===== src/render_pkg.sv =====
package render_pkg;

  // Default fixed-point format, one integer sign bit plus fraction
  localparam int DEF_FRAC_BITS = 14;

  // World coordinates and camera position
  localparam int DEF_C_WIDTH = 18;

  // Camera basis vector components
  localparam int DEF_N_WIDTH = 16;

  // Divider sequencing
  typedef enum logic [1:0] {
    DIV_IDLE,
    DIV_RUN,
    DIV_DONE
  } div_state_t;

  // Projection unit sequencing
  typedef enum logic {
    IDLE,
    COMPUTE
  } proj_state_t;

endpackage


===== src/viewport_map.sv =====
`timescale 1ns/100ps

module viewport_map #(
  parameter int FRAC_BITS = render_pkg::DEF_FRAC_BITS,
  parameter int D_WIDTH = render_pkg::DEF_C_WIDTH + render_pkg::DEF_N_WIDTH -
                          render_pkg::DEF_FRAC_BITS + 2,
  parameter int R_WIDTH = 2 * D_WIDTH + 1,
  parameter int VIEWPORT_W = 320,
  parameter int VIEWPORT_H = 240
) (
  input  logic                            clk_in,
  input  logic                            rst_in,
  input  logic                            valid_in,
  input  logic signed [R_WIDTH-1:0]       x_renorm,
  input  logic signed [R_WIDTH-1:0]       y_renorm,
  input  logic signed [D_WIDTH-1:0]       z,
  output logic                            pixel_valid,
  output logic [$clog2(VIEWPORT_W)-1:0]   hcount,
  output logic [$clog2(VIEWPORT_H)-1:0]   vcount,
  output logic signed [D_WIDTH-1:0]       depth
);

  localparam int H_WIDTH = $clog2(VIEWPORT_W);
  localparam int V_WIDTH = $clog2(VIEWPORT_H);
  localparam int P_WIDTH = R_WIDTH + ((H_WIDTH > V_WIDTH) ? H_WIDTH : V_WIDTH) + 3;
  localparam logic signed [P_WIDTH-1:0] LIMIT = P_WIDTH'(1) << FRAC_BITS;
  localparam logic signed [P_WIDTH-1:0] W_SCALE = P_WIDTH'(VIEWPORT_W);
  localparam logic signed [P_WIDTH-1:0] H_SCALE = P_WIDTH'(VIEWPORT_H);

  logic signed [P_WIDTH-1:0] x_offset;
  logic signed [P_WIDTH-1:0] y_offset;
  logic signed [P_WIDTH-1:0] x_pixel;
  logic signed [P_WIDTH-1:0] y_pixel;

  // Shift range (-1, 1) to (0, 2), row 0 at the top
  assign x_offset = P_WIDTH'(x_renorm) + LIMIT;
  assign y_offset = LIMIT - P_WIDTH'(y_renorm);

  // Divide by two as well to land in (0, size)
  assign x_pixel = (x_offset * W_SCALE) >>> (FRAC_BITS + 1);
  assign y_pixel = (y_offset * H_SCALE) >>> (FRAC_BITS + 1);

  always_ff @(posedge clk_in) begin
    if (rst_in) begin
      pixel_valid <= 1'b0;
    end else begin
      pixel_valid <= valid_in;
    end
  end

  always_ff @(posedge clk_in) begin
    if (valid_in) begin
      hcount <= x_pixel[H_WIDTH-1:0];
      vcount <= y_pixel[V_WIDTH-1:0];
      depth <= z;
    end
  end

endmodule


===== config.mk =====
export PLATFORM = sky130hd
export DESIGN_NAME = viewport_map
export DESIGN_NICKNAME = d
export VERILOG_FILES = /design/src/render_pkg.sv /design/src/viewport_map.sv
export SDC_FILE = /design/constraint.sdc
export NUM_CORES = 1
export LEC_CHECK = 0
export BUFFER_PORTS_ARGS = -buffer_cell sky130_fd_sc_hd__buf_2
export CORE_MARGIN = 3
export CORE_UTILIZATION = 50
export DETAILED_ROUTE_END_ITERATION = 7
export PLACE_DENSITY = 0.89
export SLEW_MARGIN = 25
export SYNTH_ARGS = -nofsm -noshare
export SYNTH_HDL_FRONTEND = slang
export SYNTH_SLANG_ARGS = --single-unit

===== constraint.sdc =====
create_clock -name clk_in -period 4.8 [get_ports clk_in]
set_clock_uncertainty 0.05 [all_clocks]
set_input_delay 0.24 -clock clk_in [delete_from_list [all_inputs] [get_ports clk_in]]
set_output_delay 0.24 -clock clk_in [all_outputs]
set_load 0.03 [all_outputs]

==> results of run 1 <==
how the worst max path moves through the flow:
| stage | depth (start not counted) | endpoint | slack [ns] | from |
|---|---|---|---|---|
| 4_1_cts | 18 | vcount[7]$_DFFE_PP_ | 0.55 | y_renorm[3] |
| 3_5_place_dp | 18 | vcount[7]$_DFFE_PP_ | 0.27 | y_renorm[3] |
| 2_1_floorplan | 18 | vcount[7]$_DFFE_PP_ | 0.73 | y_renorm[3] |
| 3_3_place_gp | 18 | vcount[7]$_DFFE_PP_ | 0.40 | y_renorm[3] |
| 5_1_grt | 18 | vcount[7]$_DFFE_PP_ | 0.17 | y_renorm[3] |
| 6_report | 18 | vcount[7]$_DFFE_PP_ | 0.54 | y_renorm[3] |
power by group through the flow:
stage | Combinational, mW | Clock [mW] | Sequential [mW]
floorplan | 0.563 | 0 | 0.658
global placement | 0.903 | 0 | 0.510
detailed placement | 0.952 | 0 | 0.512
CTS | 0.956 | 0.295 | 0.505
global route | 1.06 | 0.311 | 0.509
finish | 0.946 | 0.287 | 0.504
registers in the layout, indices dropped and copies added (netlist names):
name / flops
depth: 22
vcount: 8
pixel_valid: 1
hcount: 9
cells in the mapped netlist (all sizes together):
cell type   n
a211o       1
a211oi      1
a21o        8
a21oi      23
a221oi      1
a22oi       1
a31o        1
a31oi       4
a32oi       1
a41o        2
and2        2
and3        2
buf         1
clkbuf      2
dfxtp       1
edfxtp     39
fa         19
ha         69
inv        60
nand2      13
nand2b      5
nand3       8
nand4       1
nor2       13
nor2b       3
nor3        1
nor4        4
o211ai      2
o21ai      10
o21bai      2
or2         1
or3         1
xnor2      39
xor2       24
worst max-delay path: stages:
cell,delay [ns]
sky130_fd_sc_hd__buf_2,0.15
sky130_fd_sc_hd__nor4_4,0.35
sky130_fd_sc_hd__nand2b_1,0.11
sky130_fd_sc_hd__nor2_1,0.14
sky130_fd_sc_hd__nand2_1,0.11
sky130_fd_sc_hd__xor2_1,0.33
sky130_fd_sc_hd__ha_1,0.31
sky130_fd_sc_hd__ha_1,0.33
sky130_fd_sc_hd__xnor2_1,0.16
sky130_fd_sc_hd__fa_1,0.54
sky130_fd_sc_hd__inv_1,0.04
sky130_fd_sc_hd__ha_1,0.35
sky130_fd_sc_hd__a21oi_1,0.19
sky130_fd_sc_hd__o21ai_0,0.16
sky130_fd_sc_hd__nand2_1,0.11
sky130_fd_sc_hd__o21ai_0,0.14
sky130_fd_sc_hd__a221oi_1,0.37
sky130_fd_sc_hd__xnor2_1,0.11
logic make-up (layout without fill, tap and decap cells):
logic type               after synthesis  after routing  share of synthesized area
flip-flops                            40             40                      0.306
adder cells (fa/ha/maj)               88             88                      0.320
buffers and inverters                 63            169                     0.0630
AND/OR/NAND/NOR                       54             54                     0.0743
AO/OA/AOI/OAI                         57             57                     0.0910
XOR/XNOR                              63             63                      0.146
layout make-up:
type	instances	area [um2]
clock buffers	7	96.3
fillers	614	2780
multi-input cells	262	2450
flip-flops and latches	40	1190
repair buffers	101	505
clock inverters	1	30.0
well taps	99	124
inverters	60	225
metal layers:
metal | share of wire | global-route usage | vias up
met5 | 0 | 0 | -
met4 | 0.019 | 0.0554 | 0
met3 | 0.086 | 0.0321 | 12
met2 | 0.50 | 0.317 | 91
met1 | 0.40 | 0.195 | 1285
li1 | - | - | 1457
==> tab_implementation.tex, run 1 <==
\begin{tabular}{lr}
\hline
Metric & Value \\
\hline
\multicolumn{2}{l}{\textbf{Pwr}} \\
\quad Combinational cell fraction of total power & 0.545 \\
\quad Power density relative to cell area & 376 nW/um2 \\
\quad Fraction of power consumed by the clock network & 0.165 \\
\quad Power consumption & about 1.7 mW \\
\quad Worst-case vdd ir drop & approximately 190 uV \\
\quad Power dissipated by switching net loads & slightly below 0.7 mW \\
\quad Power share of the sequential group & 0.290 \\
\quad Switching power share of the total & 0.395 \\
\quad Pleak & 2.28 nW \\
\quad Internal power summed over all cells & 1.05 mW \\
\multicolumn{2}{l}{\textbf{Routing}} \\
\quad Aggregate routed wire length & 7.35 mm \\
\quad Drt wl/cell & 12.9 um \\
\quad Number of DRC markers in iteration 0 & 43 \\
\quad DR pass1 iterations & 4 \\
\quad DRC viols & 0 \\
\quad ANT nets after route & 0 \\
\quad Routed vias & 2,845 \\
\quad Routed via count divided by cell count & about 5 \\
\multicolumn{2}{l}{\textbf{Die}} \\
\quad Floorplan Core Area & around 7400 um2 \\
\quad Initial core utilization & 0.525 \\
\quad Horizontal extent of the die & between 90 and 100 um \\
\quad Overall die height & roughly 94 um \\
\quad Number of placement rows & 31 \\
\quad Overall die area & 8870 um2 \\
\quad Top Ports & 155 \\
\multicolumn{2}{l}{\textbf{CTS}} \\
\quad Count of hold-fix buffers inserted at cts & 0 \\
\quad Clock tree buffer depth & 2 \\
\quad Root Buffer & sky130\_fd\_sc\_hd\_\_clkbuf\_8 \\
\quad Clock-pin slew on the worst setup and hold paths & about 0.070 ns \\
\quad H-tree levels & 2 \\
\quad Setup fix buffers added after clock tree synthesis & 0 \\
\quad Total CTS buffers & 5 \\
\quad Number of instances resized during post-cts repair & 0 \\
\quad Clock tree from TritonCTS & yes \\
\quad Sinks on the clock net & 40 \\
\multicolumn{2}{l}{\textbf{Finish}} \\
\quad Layout overhead on the synthesized area & 18.9\% \\
\quad Layout cell share with drive strength beyond 1 & 0.248 \\
\quad Antenna cells & 0 \\
\quad Final nets & $\sim$670 \\
\quad Leading cell type in the layout, fill and taps excluded & sky130\_fd\_sc\_hd\_\_buf\_2 \\
\quad Most frequent cells in the layout & 101 x sky130\_fd\_sc\_hd\_\_buf\_2, 69 x sky130\_fd\_sc\_hd\_\_ha\_1, 60 x sky130\_fd\_sc\_hd\_\_inv\_1 \\
\quad Cell Count, Final, Fillers Out & between 500 and 600 \\
\quad Post-layout util & 0.624 \\
\quad Final instance area & 4630 um2 \\
\multicolumn{2}{l}{\textbf{Setup path}} \\
\quad Critical Path Sink Type & flip-flop \\
\quad Worst endpoint required time & between 4 and 5 ns \\
\quad Path type of the worst setup path & primary input to flip-flop \\
\quad Peak fanout along the critical path & 6 \\
\quad Launching element type of the critical path & primary input \\
\quad Arrival time at the worst endpoint & $\sim$4.2 ns \\
\multicolumn{2}{l}{\textbf{Timing}} \\
\quad Hold\_ws & a little over 0.06 ns \\
\quad Max-slew violation count & 0 \\
\quad RSZ-0062 raised after global routing & false \\
\quad Transition time at the pin with the least slew margin & about 0.81 ns \\
\quad Max Freq & roughly 0.23 GHz \\
\quad TNS Setup & 0 ns \\
\quad Crit share post-route & 0.887 \\
\quad Smallest setup slack after layout & 0.541 ns \\
\quad Final Hold Violating Endpoints & 0 \\
\quad Minimum clock period after layout & about 4.3 ns \\
\quad Final Setup Violations & 0 \\
\quad Worst-case headroom to the max-slew limit & 0.459 \\
\multicolumn{2}{l}{\textbf{Logic synthesis}} \\
\quad Net Count, Synth & around 570 \\
\quad Synth cell types & 40 \\
\quad Post-synthesis instance total & about 370 \\
\quad Share of the yosys chip area belonging to registers & 0.306 \\
\quad Leading post-synthesis cells by cell area & sky130\_fd\_sc\_hd\_\_edfxtp\_1 30\%, sky130\_fd\_sc\_hd\_\_ha\_1 22\%, sky130\_fd\_sc\_hd\_\_fa\_1 9.8\% \\
\quad Cell taking the most area after synthesis & sky130\_fd\_sc\_hd\_\_edfxtp\_1 \\
\quad Average cell area after synthesis & about 11 um2 \\
\quad Cell area after technology mapping & 3890 um2 \\
\quad Register bit total from synthesis & 40 \\
\quad Ys Warns & 0 \\
\quad Share of Yosys cell area claimed by the top area cell type & 0.301 \\
\multicolumn{2}{l}{\textbf{Global route}} \\
\quad Pin count of the biggest net entering global routing & 41 \\
\quad Initial antenna violation count & 0 \\
\quad Total global-route track usage & 0.171 \\
\quad Vias in the first global route & roughly 2,800 \\
\quad Total congestion overflow after global routing & 0 \\
\quad Global-route wire length before repair & 12.2 mm \\
\multicolumn{2}{l}{\textbf{Run status}} \\
\quad Run status & finished, final reports clean \\
\multicolumn{2}{l}{\textbf{Run}} \\
\quad Max cap viols & 0 \\
\multicolumn{2}{l}{\textbf{Hold path}} \\
\quad WHS Path Cells & 2 \\
\quad Classification of the worst-slack hold path & primary input to flip-flop \\
\quad Worst Hold End & pixel\_valid\$\_SDFF\_PP0\_ \\
\quad Startpoint of the tightest hold check path & rst\_in \\
\multicolumn{2}{l}{\textbf{Placement}} \\
\quad Area after detailed placement & $\sim$4500 um2 \\
\quad Final HPWL DP & about 6.6 mm \\
\quad Routability congestion estimate from global placement & about 0.83 \\
\quad Placement-stage worst setup slack & 0.269 ns \\
\quad Number of port buffers & 101 \\
\quad Post-placement cell count & $\sim$560 \\
\hline
\end{tabular}
No activity file was read; power rests on OpenSTA's default activity.
==> inputs of run 2 (changes only) <==
--- a/config.mk
+++ b/config.mk
@@ -6,10 +6,11 @@
 export NUM_CORES = 1
 export LEC_CHECK = 0
 export BUFFER_PORTS_ARGS = -buffer_cell sky130_fd_sc_hd__buf_2
+export CORE_ASPECT_RATIO = 2
 export CORE_MARGIN = 3
-export CORE_UTILIZATION = 50
+export CORE_UTILIZATION = 45
 export DETAILED_ROUTE_END_ITERATION = 7
-export PLACE_DENSITY = 0.89
+export PLACE_DENSITY = 0.85
 export SLEW_MARGIN = 25
 export SYNTH_ARGS = -nofsm -noshare
 export SYNTH_HDL_FRONTEND = slang
==> constraint.sdc (replaced) <==
create_clock -name clk_in -period 3.5 [get_ports clk_in]
set_clock_uncertainty 0.05 [all_clocks]
set_input_delay 0.175 -clock clk_in [delete_from_list [all_inputs] [get_ports clk_in]]
set_output_delay 0.175 -clock clk_in [all_outputs]
set_load 0.03 [all_outputs]
==> tab_implementation.tex, run 2 (synthesis results as in run 1) <==
\begin{tabular}{lr}
\hline
Metric & Value \\
\hline
\multicolumn{2}{l}{\textbf{Run status}} \\
\quad Run status & complete, but fails checks \\
\quad Failing checks & setup timing \\
\multicolumn{2}{l}{\textbf{Global route}} \\
\quad Vias in the first global route & 3,636 (+28\%) \\
\quad Global-route wire length before repair & 15.2 mm (+24\%) \\
\quad Total congestion overflow after global routing & 0 (unchanged) \\
\quad Initial antenna violation count & 0 (unchanged) \\
\quad Pin count of the biggest net entering global routing & 41 (unchanged) \\
\quad Total global-route track usage & 0.193 (+0.0224) \\
\multicolumn{2}{l}{\textbf{Setup path}} \\
\quad Critical Path Max Stage Delay & 0.51 ns (-0.03 ns) \\
\quad Critical Path Sink Type & flip-flop \\
\quad Chain of cells forming the critical path & buf\_8, nor4\_4, nand2b\_1, nor2\_2, nand2\_2, xor2\_2, ha\_4, ha\_4, xnor2\_2, fa\_1, inv\_2, ha\_4, nand3\_2, a21oi\_2, a22oi\_2, buf\_4, o211ai\_1, a21oi\_1, xnor2\_1 \\
\quad Arrival time at the worst endpoint & 3.71 ns (-0.53 ns) \\
\quad Buffering stage count on the worst path with inverters included & 3 (+1) \\
\quad Worst endpoint required time & 3.48 ns (-1.30 ns) \\
\quad Slowest cell on crit path & sky130\_fd\_sc\_hd\_\_fa\_1 \\
\quad Path type of the worst setup path & primary input to flip-flop \\
\quad Launching element type of the critical path & primary input \\
\quad Source of the critical timing path & y\_renorm[5] \\
\quad Peak fanout along the critical path & 3 (-3) \\
\quad Largest delay share family, worst path & adder cells \\
\quad Cell repeated most along the worst path & sky130\_fd\_sc\_hd\_\_ha\_4 \\
\multicolumn{2}{l}{\textbf{Routing}} \\
\quad Detailed route wirelength on metal3 & 525 um (-17\%) \\
\quad Number of DRC markers in iteration 0 & 97 (+130\%) \\
\quad Routed vias & 3,359 (+18\%) \\
\quad Top Metal Used & met4 \\
\quad Detailed-route wire length on metal 1 & 3.14 mm (+7.9\%) \\
\quad Routed via count divided by cell count & 5.29 (+6.0\%) \\
\quad Drt wl/cell & 15.9 um (+24\%) \\
\quad ANT nets after route & 0 (unchanged) \\
\quad Routed met2 length & 6.02 mm (+64\%) \\
\quad Aggregate routed wire length & 10.1 mm (+38\%) \\
\quad DR pass1 iterations & 4 (unchanged) \\
\quad DRC viols & 0 (unchanged) \\
\multicolumn{2}{l}{\textbf{Die}} \\
\quad Overall die height & 137 um (+46\%) \\
\quad Top Ports & 155 (unchanged) \\
\quad Horizontal extent of the die & 71.7 um (-24\%) \\
\quad Floorplan Core Area & 8350 um2 (+13\%) \\
\quad Overall die area & 9860 um2 (+11\%) \\
\quad Initial core utilization & 0.466 (-0.0592) \\
\quad Number of placement rows & 47 (+52\%) \\
\multicolumn{2}{l}{\textbf{Timing}} \\
\quad Worst-case headroom to the max-slew limit & 0.444 (-0.0154) \\
\quad RSZ-0062 raised after global routing & true \\
\quad Smallest setup slack after layout & -0.237 ns (-0.778 ns) \\
\quad TNS Setup & -0.978 ns (-0.978 ns) \\
\quad Crit share post-route & 1.07 \\
\quad Max-slew violation count & 0 (unchanged) \\
\quad Minimum clock period after layout & approximately 3.7 ns \\
\quad Hold\_ws & 0.0246 ns (-0.0376 ns) \\
\quad Final Setup Violations & 7 (+7) \\
\quad Final Hold Violating Endpoints & 0 (unchanged) \\
\quad Max Freq & 0.268 GHz \\
\quad Transition time at the pin with the least slew margin & 0.835 ns (+0.0231 ns) \\
\multicolumn{2}{l}{\textbf{Hold path}} \\
\quad Worst Hold End & depth[3]\$\_DFFE\_PP\_ \\
\quad Startpoint of the tightest hold check path & z[3] \\
\quad Classification of the worst-slack hold path & primary input to flip-flop \\
\quad WHS Path Cells & 1 (-1) \\
\multicolumn{2}{l}{\textbf{Placement}} \\
\quad Final HPWL DP & 7.25 mm (+10\%) \\
\quad Routability congestion estimate from global placement & 0.782 (-5.5\%) \\
\quad Number of port buffers & 101 (unchanged) \\
\multicolumn{2}{l}{\textbf{Pwr}} \\
\quad Power density relative to cell area & 510 nW/um2 (+36\%) \\
\quad Combinational cell fraction of total power & 0.616 (+0.071) \\
\quad Pleak & 2.75 nW (+21\%) \\
\quad Power share of the sequential group & 0.233 (-0.057) \\
\quad Worst-case vdd ir drop & 226 uV (+22\%) \\
\quad Power dissipated by switching net loads & 1.17 mW (+71\%) \\
\quad Internal power summed over all cells & 1.81 mW (+72\%) \\
\quad Switching power share of the total & 0.393 (-0.00195) \\
\quad Fraction of power consumed by the clock network & 0.150 (-0.015) \\
\multicolumn{2}{l}{\textbf{Finish}} \\
\quad Final nets & 739 (+9.8\%) \\
\quad Most flop-heavy register & depth \\
\quad Most frequent cells in the layout & 99 x sky130\_fd\_sc\_hd\_\_buf\_2, 62 x sky130\_fd\_sc\_hd\_\_buf\_4, 52 x sky130\_fd\_sc\_hd\_\_inv\_1 \\
\quad Sequential cell area & 1190 um2 (unchanged) \\
\quad Max FFs per register & 22 (unchanged) \\
\quad Largest registers & depth (22), hcount (9), vcount (8) \\
\quad Layout overhead on the synthesized area & 50.5\% \\
\quad Layout cell share with drive strength beyond 1 & 0.493 (+0.245) \\
\quad Multi-input gate area & 3120 um2 (+27\%) \\
\quad Antenna cells & 0 (unchanged) \\
\quad Layout filler cell count & 558 (-9.1\%) \\
\quad Post-layout util & 0.701 (+0.0765) \\
\quad Leading cell type in the layout, fill and taps excluded & sky130\_fd\_sc\_hd\_\_buf\_2 \\
\multicolumn{2}{l}{\textbf{CTS}} \\
\quad Total CTS buffers & 5 (unchanged) \\
\quad Sinks on the clock net & 40 (unchanged) \\
\quad Clock-pin slew on the worst setup and hold paths & 0.06 ns (about the same) \\
\quad Clock tree buffer depth & 2 (unchanged) \\
\quad H-tree levels & 2 (unchanged) \\
\quad Clock tree from TritonCTS & yes \\
\quad Root Buffer & sky130\_fd\_sc\_hd\_\_clkbuf\_16 \\
\multicolumn{2}{l}{\textbf{Run}} \\
\quad Max cap viols & 0 (unchanged) \\
\hline
\end{tabular}
run 2: changes by cell type in the layout (fill, tap and decap cells not counted), sizes merged:
cell | previous run | this run
buf | 101 | 166
clkinvlp | 0 | 2
bufinv | 1 | 0
clkbuf | 7 | 6
dlygate4sd3 | 0 | 1
run 2: per-layer routing:
layer	track usage	up-vias
met4	0.106	0
met5	0	-
met3	0.0241	35
met2	0.401	127
met1	0.167	1620
li1	-	1577
run 2: how the worst max path moves through the flow:
stage,end,slack (ns),cells after the start
2_1_floorplan,vcount[7]$_DFFE_PP_,-0.28,15
3_3_place_gp,vcount[2]$_DFFE_PP_,-0.46,16
3_5_place_dp,vcount[2]$_DFFE_PP_,-0.58,16
4_1_cts,vcount[7]$_DFFE_PP_,-0.08,16
5_1_grt,vcount[5]$_DFFE_PP_,-0.41,19
6_report,vcount[5]$_DFFE_PP_,-0.24,19
run 2: layout make-up:
| class | instances | share of cell area |
|---|---|---|
| Tap cell | 98 | 0.0209 |
| Inverter | 60 | 0.0385 |
| Multi-Input combinational cell | 262 | 0.533 |
| Clock buffer | 6 | 0.0237 |
| Timing Repair Buffer | 167 | 0.178 |
| Sequential cell | 40 | 0.204 |
| Clock inverter | 2 | 0.00257 |
run 2: power groups by stage:
stage	clock (mW)	sequential, mW	combinational, mW
2_1_floorplan	0	0.903	0.884
3_3_place_gp	0	0.699	1.45
3_5_place_dp	0	0.706	1.52
4_1_cts	0.461	0.698	1.69
5_1_grt	0.475	0.707	2.01
6_report	0.448	0.696	1.84
run 2: through the flow:
step	setup slack [ns]	area [um2]	total power [mW]	cells
4_1_cts	-0.0808	5580	2.84	630
6_report	-0.237	5850	2.98	635
2_1_floorplan	-0.279	4110	1.79	365
5_1_grt	-0.414	5850	3.19	635
3_5_place_dp	-0.581	5100	2.23	612
3_3_place_gp	-0.459	5100	2.15	612
run 2: timing repair:
item | 4_1_cts | 5_1_grt
gates cloned | 0 | 0
setup endpoints to repair | 8 | 8
resized for setup | 40 | 39
hold buffers | 1 | 0
hold endpoints to repair | 1 | 0
pin swaps | 39 | 24
setup buffers | 9 | 5
