$ cat src/render_pkg.sv
package render_pkg;

  // Default fixed-point format, one integer sign bit plus fraction
  localparam int DEF_FRAC_BITS = 14;

  // World coordinates and camera position
  localparam int DEF_C_WIDTH = 18;

  // Camera basis vector components
  localparam int DEF_N_WIDTH = 16;

  // Divider sequencing
  typedef enum logic [1:0] {
    DIV_IDLE,
    DIV_RUN,
    DIV_DONE
  } div_state_t;

  // Projection unit sequencing
  typedef enum logic {
    IDLE,
    COMPUTE
  } proj_state_t;

endpackage

$ cat src/fixed_point_div.sv
`timescale 1ns/100ps

module fixed_point_div #(
  parameter int WIDTH = 32,
  parameter int FRAC_BITS = render_pkg::DEF_FRAC_BITS
) (
  input  logic                    clk_in,
  input  logic                    rst_in,
  input  logic                    start,
  input  logic signed [WIDTH-1:0] dividend,
  input  logic signed [WIDTH-1:0] divisor,
  output logic                    done,
  output logic                    zerodiv,
  output logic                    overflow,
  output logic signed [WIDTH-1:0] quotient
);
  import render_pkg::*;

  localparam int CNT_WIDTH = $clog2(WIDTH);

  div_state_t state;
  logic [CNT_WIDTH-1:0] count;
  logic [WIDTH-1:0] dividend_mag;
  logic [WIDTH-1:0] divisor_mag;
  logic [WIDTH+FRAC_BITS-1:0] numerator;
  logic [WIDTH-1:0] rem;
  logic [WIDTH-1:0] work;
  logic [WIDTH-1:0] dvsr;
  logic [WIDTH:0] trial;
  logic [WIDTH:0] trial_sub;
  logic trial_ge;
  logic negative;
  logic zero_flag;
  logic early_ovf;

  assign dividend_mag = dividend[WIDTH-1] ? -dividend : dividend;
  assign divisor_mag = divisor[WIDTH-1] ? -divisor : divisor;
  assign numerator = {dividend_mag, {FRAC_BITS{1'b0}}};

  // Restoring step, next numerator bit enters from the top of work
  assign trial = {rem, work[WIDTH-1]};
  assign trial_sub = trial - {1'b0, dvsr};
  assign trial_ge = trial >= {1'b0, dvsr};

  always_ff @(posedge clk_in) begin
    if (rst_in) begin
      state <= DIV_IDLE;
      count <= '0;
      done <= 1'b0;
      zerodiv <= 1'b0;
      overflow <= 1'b0;
    end else begin
      done <= 1'b0;
      case (state)
        DIV_IDLE: begin
          if (start) begin
            count <= '0;
            state <= (divisor == '0) ? DIV_DONE : DIV_RUN;
          end
        end
        DIV_RUN: begin
          count <= count + 1'b1;
          if (count == CNT_WIDTH'(WIDTH - 1)) begin
            state <= DIV_DONE;
          end
        end
        DIV_DONE: begin
          done <= 1'b1;
          zerodiv <= zero_flag;
          overflow <= !zero_flag && (early_ovf || work[WIDTH-1]);
          state <= DIV_IDLE;
        end
        default: state <= DIV_IDLE;
      endcase
    end
  end

  always_ff @(posedge clk_in) begin
    if (state == DIV_IDLE && start) begin
      negative <= dividend[WIDTH-1] ^ divisor[WIDTH-1];
      zero_flag <= (divisor == '0);
      dvsr <= divisor_mag;
      // Upper fraction bits seed the remainder, quotient bits above WIDTH mean overflow
      rem <= WIDTH'(numerator[WIDTH+FRAC_BITS-1:WIDTH]);
      work <= numerator[WIDTH-1:0];
      early_ovf <= WIDTH'(numerator[WIDTH+FRAC_BITS-1:WIDTH]) >= divisor_mag;
    end else if (state == DIV_RUN) begin
      rem <= trial_ge ? trial_sub[WIDTH-1:0] : trial[WIDTH-1:0];
      work <= {work[WIDTH-2:0], trial_ge};
    end else if (state == DIV_DONE) begin
      quotient <= zero_flag ? '0 : (negative ? -work : work);
    end
  end

endmodule

$ cat src/projection_3d_to_2d.sv
`timescale 1ns/100ps

module projection_3d_to_2d #(
  parameter int FRAC_BITS = render_pkg::DEF_FRAC_BITS,
  parameter int C_WIDTH = render_pkg::DEF_C_WIDTH,
  parameter int N_WIDTH = render_pkg::DEF_N_WIDTH
) (
  input  logic                                         clk_in,
  input  logic                                         rst_in,
  input  logic                                         valid_in,
  input  logic signed [C_WIDTH+N_WIDTH-FRAC_BITS+1:0]  ndc_x,
  input  logic signed [C_WIDTH+N_WIDTH-FRAC_BITS+1:0]  ndc_y,
  input  logic signed [C_WIDTH+N_WIDTH-FRAC_BITS+1:0]  ndc_z,
  output logic                                         ready_out,
  output logic                                         valid_out,
  output logic signed [2*(C_WIDTH+N_WIDTH-FRAC_BITS)+4:0] x_renorm,
  output logic signed [2*(C_WIDTH+N_WIDTH-FRAC_BITS)+4:0] y_renorm,
  output logic signed [C_WIDTH+N_WIDTH-FRAC_BITS+1:0]  z
);
  import render_pkg::*;

  localparam int D_WIDTH = C_WIDTH + N_WIDTH - FRAC_BITS + 2;
  localparam int R_WIDTH = 2 * D_WIDTH + 1;
  localparam logic signed [R_WIDTH-1:0] LIMIT = R_WIDTH'(1) << FRAC_BITS;

  proj_state_t state;
  logic depth_ok;
  logic depth_bad;
  logic div_start;
  logic signed [R_WIDTH-1:0] x_dividend;
  logic signed [R_WIDTH-1:0] y_dividend;
  logic signed [R_WIDTH-1:0] z_divisor;
  logic x_done;
  logic y_done;
  logic x_zerodiv;
  logic y_zerodiv;
  logic x_overflow;
  logic y_overflow;
  logic signed [R_WIDTH-1:0] x_quot;
  logic signed [R_WIDTH-1:0] y_quot;
  logic x_seen;
  logic y_seen;
  logic finish;
  logic in_frustum;
  logic div_fault;
  logic signed [D_WIDTH-1:0] z_hold;

  assign depth_ok = (ndc_z > 0);
  // Points behind the camera never reach the dividers
  assign div_start = (state == IDLE) && valid_in && depth_ok;

  assign x_dividend = {{(R_WIDTH-D_WIDTH){ndc_x[D_WIDTH-1]}}, ndc_x};
  assign y_dividend = {{(R_WIDTH-D_WIDTH){ndc_y[D_WIDTH-1]}}, ndc_y};
  assign z_divisor = {{(R_WIDTH-D_WIDTH){ndc_z[D_WIDTH-1]}}, ndc_z};

  fixed_point_div #(
    .WIDTH(R_WIDTH),
    .FRAC_BITS(FRAC_BITS)
  ) x_renormalization (
    .clk_in(clk_in),
    .rst_in(rst_in),
    .start(div_start),
    .dividend(x_dividend),
    .divisor(z_divisor),
    .done(x_done),
    .zerodiv(x_zerodiv),
    .overflow(x_overflow),
    .quotient(x_quot)
  );

  fixed_point_div #(
    .WIDTH(R_WIDTH),
    .FRAC_BITS(FRAC_BITS)
  ) y_renormalization (
    .clk_in(clk_in),
    .rst_in(rst_in),
    .start(div_start),
    .dividend(y_dividend),
    .divisor(z_divisor),
    .done(y_done),
    .zerodiv(y_zerodiv),
    .overflow(y_overflow),
    .quotient(y_quot)
  );

  assign finish = (state == COMPUTE) && !depth_bad && (x_done || x_seen) && (y_done || y_seen);
  assign div_fault = x_zerodiv || y_zerodiv || x_overflow || y_overflow;
  // Strictly inside the unit square
  assign in_frustum = (x_quot < LIMIT) && (x_quot > -LIMIT) &&
                      (y_quot < LIMIT) && (y_quot > -LIMIT);

  always_ff @(posedge clk_in) begin
    if (rst_in) begin
      state <= IDLE;
      ready_out <= 1'b1;
      valid_out <= 1'b0;
      depth_bad <= 1'b0;
      x_seen <= 1'b0;
      y_seen <= 1'b0;
    end else begin
      valid_out <= 1'b0;
      case (state)
        IDLE: begin
          if (valid_in) begin
            state <= COMPUTE;
            ready_out <= 1'b0;
            depth_bad <= !depth_ok;
            x_seen <= 1'b0;
            y_seen <= 1'b0;
          end
        end
        COMPUTE: begin
          if (depth_bad || finish) begin
            state <= IDLE;
            ready_out <= 1'b1;
            valid_out <= finish && !div_fault && in_frustum;
          end else begin
            x_seen <= x_seen || x_done;
            y_seen <= y_seen || y_done;
          end
        end
        default: state <= IDLE;
      endcase
    end
  end

  always_ff @(posedge clk_in) begin
    if (div_start) begin
      z_hold <= ndc_z;
    end
    if (finish) begin
      x_renorm <= x_quot;
      y_renorm <= y_quot;
      z <= z_hold;
    end
  end

endmodule

$ cat config.mk
export PLATFORM = sky130hd
export DESIGN_NAME = projection_3d_to_2d
export DESIGN_NICKNAME = d
export VERILOG_FILES = /design/src/render_pkg.sv /design/src/fixed_point_div.sv /design/src/projection_3d_to_2d.sv
export SDC_FILE = /design/constraint.sdc
export NUM_CORES = 1
export LEC_CHECK = 0
export BUFFER_PORTS_ARGS = -buffer_cell sky130_fd_sc_hd__clkbuf_2
export CAP_MARGIN = 20
export CORE_MARGIN = 1
export CORE_UTILIZATION = 60
export CTS_CLUSTER_DIAMETER = 60
export DETAILED_ROUTE_END_ITERATION = 10
export PLACE_DENSITY = 0.79
export SLEW_MARGIN = 15
export SYNTH_ARGS = -nofsm -noshare
export SYNTH_HDL_FRONTEND = slang
export SYNTH_SLANG_ARGS = --single-unit
$ cat constraint.sdc
create_clock -name clk_in -period 12.7 [get_ports clk_in]
set_clock_uncertainty 0.2 [all_clocks]
set_input_delay 2.54 -clock clk_in [delete_from_list [all_inputs] [get_ports clk_in]]
set_output_delay 2.54 -clock clk_in [all_outputs]
set_load 0.1 [all_outputs]
==> run_results.csv, run 1 <==
group,metric,value,unit
outcome,status,"finished, final reports clean",
sta,rsz0062_at_grt,"no",
synthesis,syn_area_per_cell,10.4,sq um
power,vdd_drop_max,0.000137,V
hold_path,hold_start,"z_hold[21]$_DFFE_PP_",
layout,nets,3064,
cts,cts-buffers-inserted,53,
floorplan,rows,78,
power,clkPwrFrac,0.302,
critical_path,crit_chain,"clkbuf_2 > or4_1 > nor3_1 > nand3_1 > or3_1 > or2_2 > nand2_1 > or3_1 > buf_4 > inv_2 > nor2_1 > clkinv_1 > buf_4 > a311oi_1",
sta,finalCriticalPeriod,6330,ps
critical_path,worst_path_max_delay_cell,"nor2_1",
floorplan,die_x,217,um
critical_path,cp_slowest_stage_delay,600,ps
cts,ctsRootBufferMaster,"clkbuf_16",
grt,track_usage,0.259,
layout,n_antenna_cell,0,
place,portBuffers,182,
synthesis,yosysWarnings,0,
critical_path,worst-path-buf-inv,5,
sta,setup_violations,0,
layout,drive_gt1_frac,0.110,
sta,tns,0,ps
critical_path,cp-end-kind,"register",
sta,worst-slew-pin-transition,1040,ps
critical_path,start_kind,"input port",
cts,htree_levels,2,
cts,cts_sinks,528,
detailed_routing,drc,0,
floorplan,dieArea,47100,sq um
grt,met1_usage,0.344,
critical_path,reg2reg_setup_slack,7340,ps
detailed_routing,antenna_left,0,
floorplan,core-area,45500,sq um
synthesis,ys_ff_latch,528,
power,p_int,3760,uW
synthesis,yosysSeqAreaShare,0.529,
hold_path,holdPathStages,0,
cts,clk_pin_slew_worst_paths,60,ps
grt,use_met2,0.434,
power,p_sw_frac,0.330,
critical_path,critical_path_required,13010,ps
synthesis,synthArstFlopShare,0,
grt,use_met3,0.0503,
grt,grt_max_degree,92,
floorplan,die-height,217,um
critical_path,reg2regPathDepth,14,
power,total_power,5610,uW
synthesis,ys.flop_type,"edfxtp_1",
critical_path,path_max_fanout,48,
detailed_routing,post_drt_wl_per_cell,17.4,um
power,leakage,0.0126,uW
grt,busiest_layer,"met2",
grt,overflow,0,
detailed_routing,routed_wl,61000,um
cts,ctsHoldBuffers,0,
job,cap_viol_max_count,0,
cts,clk_path_buf_depth,3,
synthesis,synth_edf_count,410,
critical_path,reg2reg_from,"y_renormalization.work[44]$_DFFE_PP_",
place,hpwl,42700,um
sta,fin_crit_sh,0.498,
sta,slew_headroom,0.307,
detailed_routing,drtPass1Iterations,7,
layout,synthToLayoutAreaGrowth,13.1,%
synthesis,netlist_instances,2655,
power,comb_power_share,0.310,
place,routabilityCongestion,0.910,
detailed_routing,vias_per_cell,5.86,
detailed_routing,vias,20600,
sta,drv_slew,0,
grt,grt_antenna_before_repair,1,
sta,hold_violations,0,
grt,first_global_vias,19900,
critical_path,worstSetupPathType,"input port to register",
hold_path,hold_path.class,"register to register",
floorplan,pin_count,183,
sta,fmax,0.158,GHz
critical_path,reg2reg_to,"y_renormalization.rem[41]$_SDFFE_PP0P_",
grt,grt_pass1_wl,99200,um
power,power_frac_seq,0.388,
synthesis,synth_cell_type_count,70,
power,switchingPower,1850,uW
floorplan,initial_core_util,0.610,
cts,cts_setup_buffers,0,
hold_path,holdPathEnd,"z[21]$_DFFE_PP_",
cts,cts_tree,"yes",
cts,cts_resized,0,
detailed_routing,drt_first_iter_violations,1574,
layout,fin_util,0.690,
critical_path,path_delay_family,"simple AND/OR/NAND/NOR gates",
power,p_per_area,179,nW/um^2
synthesis,synth_area,27700,sq um
cts,clk_latency,620,ps
critical_path,worstPathArrival,6640,ps
## routing by layer
metal	share of wire	vias up
met3	0.064	115
met4	0.022	2
met1	0.44	9738
li1	-	10100
met5	0.00015	-
met2	0.47	638
## cells in the mapped netlist (all sizes together) (56+ instances only)
library cell  count  area (sq um)
dfxtp           118          2360
clkbuf          113           424
nand2           244           916
xor2            156          1370
a21oi           150           751
a21o             57           428
mux2i            56           561
o21ai           233          1170
xnor2            68           596
ha              127          1590
edfxtp          410         12300
inv             145           544
nor2            224           841
## layout by cell type (no fill, tap or decap), types with 9 or more instances in the layout
cell	count
nand4_1	49
clkbuf_16	55
mux2i_1	56
o21ai_0	232
ha_1	127
dfxtp_1	118
bufinv_16	9
a21o_1	57
and3_1	11
clkbuf_2	182
edfxtp_1	410
nor3_1	28
or4_1	23
buf_4	17
o211ai_1	20
a21oi_1	150
nor4_1	39
conb_1	74
a31oi_1	10
nand2_1	244
inv_1	142
or3_1	23
a21boi_0	9
clkinv_1	11
a211oi_1	27
xnor2_1	68
nand2b_1	23
o41ai_1	18
nor2_1	223
nand3_1	48
nor2b_1	23
o31ai_1	55
and2_1	27
xor2_1	156
o21a_1	17
## flip-flops by register name, indices dropped and copies added (netlist names), 45 cells and up
name and flops:
x_renormalization.work 45, x_renormalization.quotient 45, x_renormalization.rem 45, y_renormalization.work 45
x_renorm 45, y_renorm 45, y_renormalization.quotient 45, y_renormalization.rem 45
x_renormalization.dvsr 45, y_renormalization.dvsr 45
## cell type report
| class | count | area (sq um) |
|---|---|---|
| clock inverters | 41 | 505 |
| fillers | 3369 | 14100 |
| inverters | 146 | 548 |
| well taps | 600 | 751 |
| flip-flops and latches | 528 | 14700 |
| clock buffers | 59 | 1420 |
| repair buffers | 201 | 1070 |
| multi-input cells | 1936 | 12400 |
## metrics by stage
stage | std cells | area (sq um) | worst slack (ps) | hold WS, ps
after detailed placement | 3410 | 29400 | 5760 | 205
after global routing | 3511 | 31400 | 6020 | 226
after global placement | 3409 | 29400 | 5860 | 202
after CTS | 3510 | 31400 | 6400 | 215
final | 3511 | 31400 | 6370 | 213
after floorplan | 2727 | 28000 | 6250 | 200
## cell families after synthesis
kind of cell / after synthesis / synth area share
other: 2 / 0.000271
AND/OR/NAND/NOR: 794 / 0.137
flip-flops: 528 / 0.529
multiplexers: 56 / 0.0202
XOR/XNOR: 224 / 0.0707
adder cells (fa/ha/maj): 129 / 0.0587
buffers and inverters: 263 / 0.0359
AO/OA/AOI/OAI: 659 / 0.148
## how the worst max path moves through the flow
stage          startpoint                                 endpoint  slack, ps  depth (start not counted)
2_1_floorplan    ndc_z[5]  x_renormalization.count[3]$_SDFFE_PP0P_       6250                         12
3_3_place_gp     ndc_z[5]  y_renormalization.count[5]$_SDFFE_PP0P_       5860                         14
3_5_place_dp     ndc_z[5]  x_renormalization.count[4]$_SDFFE_PP0P_       5760                         13
4_1_cts          ndc_z[5]  x_renormalization.count[3]$_SDFFE_PP0P_       6400                         13
5_1_grt          ndc_z[4]  y_renormalization.count[4]$_SDFFE_PP0P_       6020                         14
6_report         ndc_z[5]  y_renormalization.count[4]$_SDFFE_PP0P_       6370                         14
## power by group through the flow
stage,clock network [uW],registers [uW],logic [uW]
after floorplan,0,2160,1370
after global placement,0,2200,1660
after detailed placement,0,2200,1710
after CTS,1730,2170,1720
after global routing,1790,2190,1940
final,1690,2180,1740
Note: power is estimated with default switching activity, not from simulation.
==> inputs of run 2 (changes only) <==
--- a/config.mk
+++ b/config.mk
@@ -5,13 +5,14 @@
 export SDC_FILE = /design/constraint.sdc
 export NUM_CORES = 1
 export LEC_CHECK = 0
+export ABC_AREA = 1
 export BUFFER_PORTS_ARGS = -buffer_cell sky130_fd_sc_hd__clkbuf_2
 export CAP_MARGIN = 20
 export CORE_MARGIN = 1
-export CORE_UTILIZATION = 60
+export CORE_UTILIZATION = 56
 export CTS_CLUSTER_DIAMETER = 60
 export DETAILED_ROUTE_END_ITERATION = 10
-export PLACE_DENSITY = 0.79
+export PLACE_DENSITY = 0.77
 export SLEW_MARGIN = 15
 export SYNTH_ARGS = -nofsm -noshare
 export SYNTH_HDL_FRONTEND = slang
==> constraint.sdc (replaced) <==
create_clock -name clk_in -period 5.1 [get_ports clk_in]
set_clock_uncertainty 0.2 [all_clocks]
set_input_delay 1.02 -clock clk_in [delete_from_list [all_inputs] [get_ports clk_in]]
set_output_delay 1.02 -clock clk_in [all_outputs]
set_load 0.1 [all_outputs]
==> run_results.csv, run 2 <==
group,metric,value,unit
power,vdd_drop_max,0.000277,V
floorplan,initial_core_util,0.568,
critical_path,path_max_fanout,41,
detailed_routing,routed_wl,77700,um
critical_path,cp_common_cell,"nand2_1",
critical_path,worstPathArrival,4130,ps
layout,fin_util,0.636,
critical_path,critical_path_required,5450,ps
synthesis,synth_mux_area_frac,0,
floorplan,die-height,239,um
synthesis,synth_area,31400,sq um
cts,cts_setup_buffers,0,
layout,final_cells,5029,
cts,cts_resized,0,
layout,synthToLayoutAreaGrowth,11.9,%
sta,drv_slew,0,
floorplan,core-area,55200,sq um
synthesis,synth_top_family_by_area,"simple AND/OR/NAND/NOR gates",
layout,design_area,35100,sq um
cts,clk_pin_slew_worst_paths,60,ps
synthesis,ys.flop_type,"edfxtp_1",
detailed_routing,drt_first_iter_violations,2315,
synthesis,yosysMostFrequentCell,"nand2_1",
cts,clk_path_buf_depth,3,
synthesis,yosys.area_share.adder,0.0520,
outcome,status,"finished, final reports clean",
critical_path,cp-end-kind,"register",
place,place_ws,1020,ps
grt,grt_antenna_before_repair,0,
detailed_routing,vias_per_cell,5.36,
place,routabilityCongestion,0.964,
hold_path,hold_path.class,"register to register",
layout,fillers,4851,
synthesis,synthTopCellsByArea,"edfxtp_1, nand2_1, dfxtp_1",
sta,setup_ws,1310,ps
power,leakage,0.0165,uW
critical_path,cp_slowest_stage_delay,470,ps
synthesis,synth_edf_count,410,
layout,drive_gt1_frac,0.0897,
power,power_frac_seq,0.375,
cts,cts_sinks,528,
grt,grt_pass1_wl,125000,um
synthesis,ys_ff_latch,528,
synthesis,netlist_instances,3989,
job,cap_viol_max_count,0,
sta,hold_violations,0,
cts,clk_latency,630,ps
sta,tns,0,ps
detailed_routing,post_drt_wl_per_cell,15.5,um
sta,finalCriticalPeriod,3790,ps
layout,layout_commonest_cell,"nand2_1",
critical_path,worst_path_max_delay_cell,"edfxtp_1",
place,hpwl,58500,um
power,switchingPower,5450,uW
sta,rsz0062_at_grt,"no",
critical_path,crit_chain,"ha_1 > fa_1 > inv_1 > nand2_1 > nand3_2 > nand2_1 > nand2_1 > nand2_1 > nand2_1 > nand2_2 > nand2_2 > buf_4 > nand2_2 > nor2_1 > nor2_1 > nor2_1",
synthesis,synth_cell_type_count,57,
detailed_routing,antenna_left,0,
synthesis,yosysSeqAreaShare,0.468,
sta,fmax,0.264,GHz
synthesis,synthArstFlopShare,0,
synthesis,ys_top_cells_by_count,"nand2_1, inv_1, nor2_1",
synthesis,synth-xor-area-share,0.0296,
sta,setup_violations,0,
detailed_routing,drc,0,
grt,first_global_vias,24600,
floorplan,rows,86,
power,comb_power_share,0.349,
floorplan,pin_count,183,
layout,multiInputGateArea,14100,sq um
detailed_routing,vias,26900,
cts,cts_tree,"yes",
layout,nets,4430,
synthesis,syn_area_per_cell,7.86,sq um
grt,track_usage,0.273,
place,dp_cells,4921,
floorplan,dieArea,56900,sq um
critical_path,start_kind,"register",
grt,overflow,0,
critical_path,worstSetupPathType,"register to register",
layout,final_cell_mix,"nand2_1, inv_1, nor2_1, edfxtp_1, a21oi_1",
cts,ctsHoldBuffers,0,
layout,seq_area,14700,sq um
synthesis,synth_top_area_share,0.393,
sta,fin_crit_sh,0.742,
detailed_routing,drtPass1Iterations,8,
cts,htree_levels,2,
cts,cts-buffers-inserted,57,
power,p_sw_frac,0.377,
place,portBuffers,182,
synthesis,synth_area_leader_cell,"edfxtp_1",
synthesis,synth_compound_area_frac,0.0856,
place,placed_area,33300,sq um
power,p_int,9020,uW
sta,slew_headroom,0.323,
floorplan,die_x,239,um
cts,ctsRootBufferMaster,"clkbuf_16",
sta,worst-slew-pin-transition,1010,ps
grt,grt_max_degree,93,
power,clkPwrFrac,0.276,
synthesis,yosys.area_share.simple,0.273,
synthesis,yosysWarnings,0,
power,p_per_area,413,nW/um^2
## run 2: changes by cell type in the layout (fill, tap and decap cells not counted), sizes merged, moves of 68 or more
| cell | previous run | this run |
|---|---|---|
| xor2 | 156 | 72 |
| nand2 | 244 | 1033 |
| nand4 | 49 | 127 |
| inv | 150 | 650 |
| nor2 | 224 | 478 |
| a21oi | 150 | 218 |
| nand3 | 48 | 200 |
## run 2: layer usage
metal  global-route usage  routed length [um]
met3               0.0346                5850
met1                0.398               36000
met4               0.0820                1920
met5                    0                   0
met2                0.425               34000
## run 2: path summary, 6_finish.rpt
kind / from / cells after the start / slack, ps / end
worst min register to register: z_hold[15]$_DFFE_PP_ / 0 / 210 / z[15]$_DFFE_PP_
worst min-delay path: z_hold[15]$_DFFE_PP_ / 0 / 210 / z[15]$_DFFE_PP_
worst max-delay path: x_renormalization.dvsr[0]$_DFFE_PP_ / 16 / 1310 / x_renormalization.rem[33]$_SDFFE_PP0P_
worst max register to register: x_renormalization.dvsr[0]$_DFFE_PP_ / 16 / 1310 / x_renormalization.rem[33]$_SDFFE_PP0P_
## run 2: final cells by class
class                           count  share of cell area
Sequential cell                   528               0.418
Tap cell                          748              0.0267
Timing Repair Buffer              205              0.0316
Antenna cell                        1           0.0000713
Inverter                          647              0.0693
Clock buffer                       68              0.0430
Multi-Input combinational cell   2793               0.402
Clock inverter                     39             0.00888
## run 2: per-stage QoR
stage	hold slack, ps	total power (uW)
floorplan	200	9230
global placement	201	10400
detailed placement	205	10400
CTS	207	14500
global route	216	15400
finish	210	14500
## run 2: cell families after synthesis
kind of cell             after synthesis
AND/OR/NAND/NOR                     1995
adder cells (fa/ha/maj)              129
AO/OA/AOI/OAI                        489
flip-flops                           528
other                                  2
XOR/XNOR                             106
buffers and inverters                740
## run 2: worst max-delay path, delay by kind of cell, from the launching register on
family | cells | cell delay, ps
fa+ha+maj | 2 | 750
flops | 1 | 470
buf+inv | 2 | 470
simple gates | 12 | 1800
## run 2: power groups by stage
stage | logic, uW | registers [uW] | clock network (uW)
floorplan | 3820 | 5420 | 0
global placement | 4890 | 5500 | 0
detailed placement | 4950 | 5500 | 0
CTS | 4980 | 5420 | 4070
global route | 5710 | 5470 | 4220
finish | 5060 | 5430 | 3990
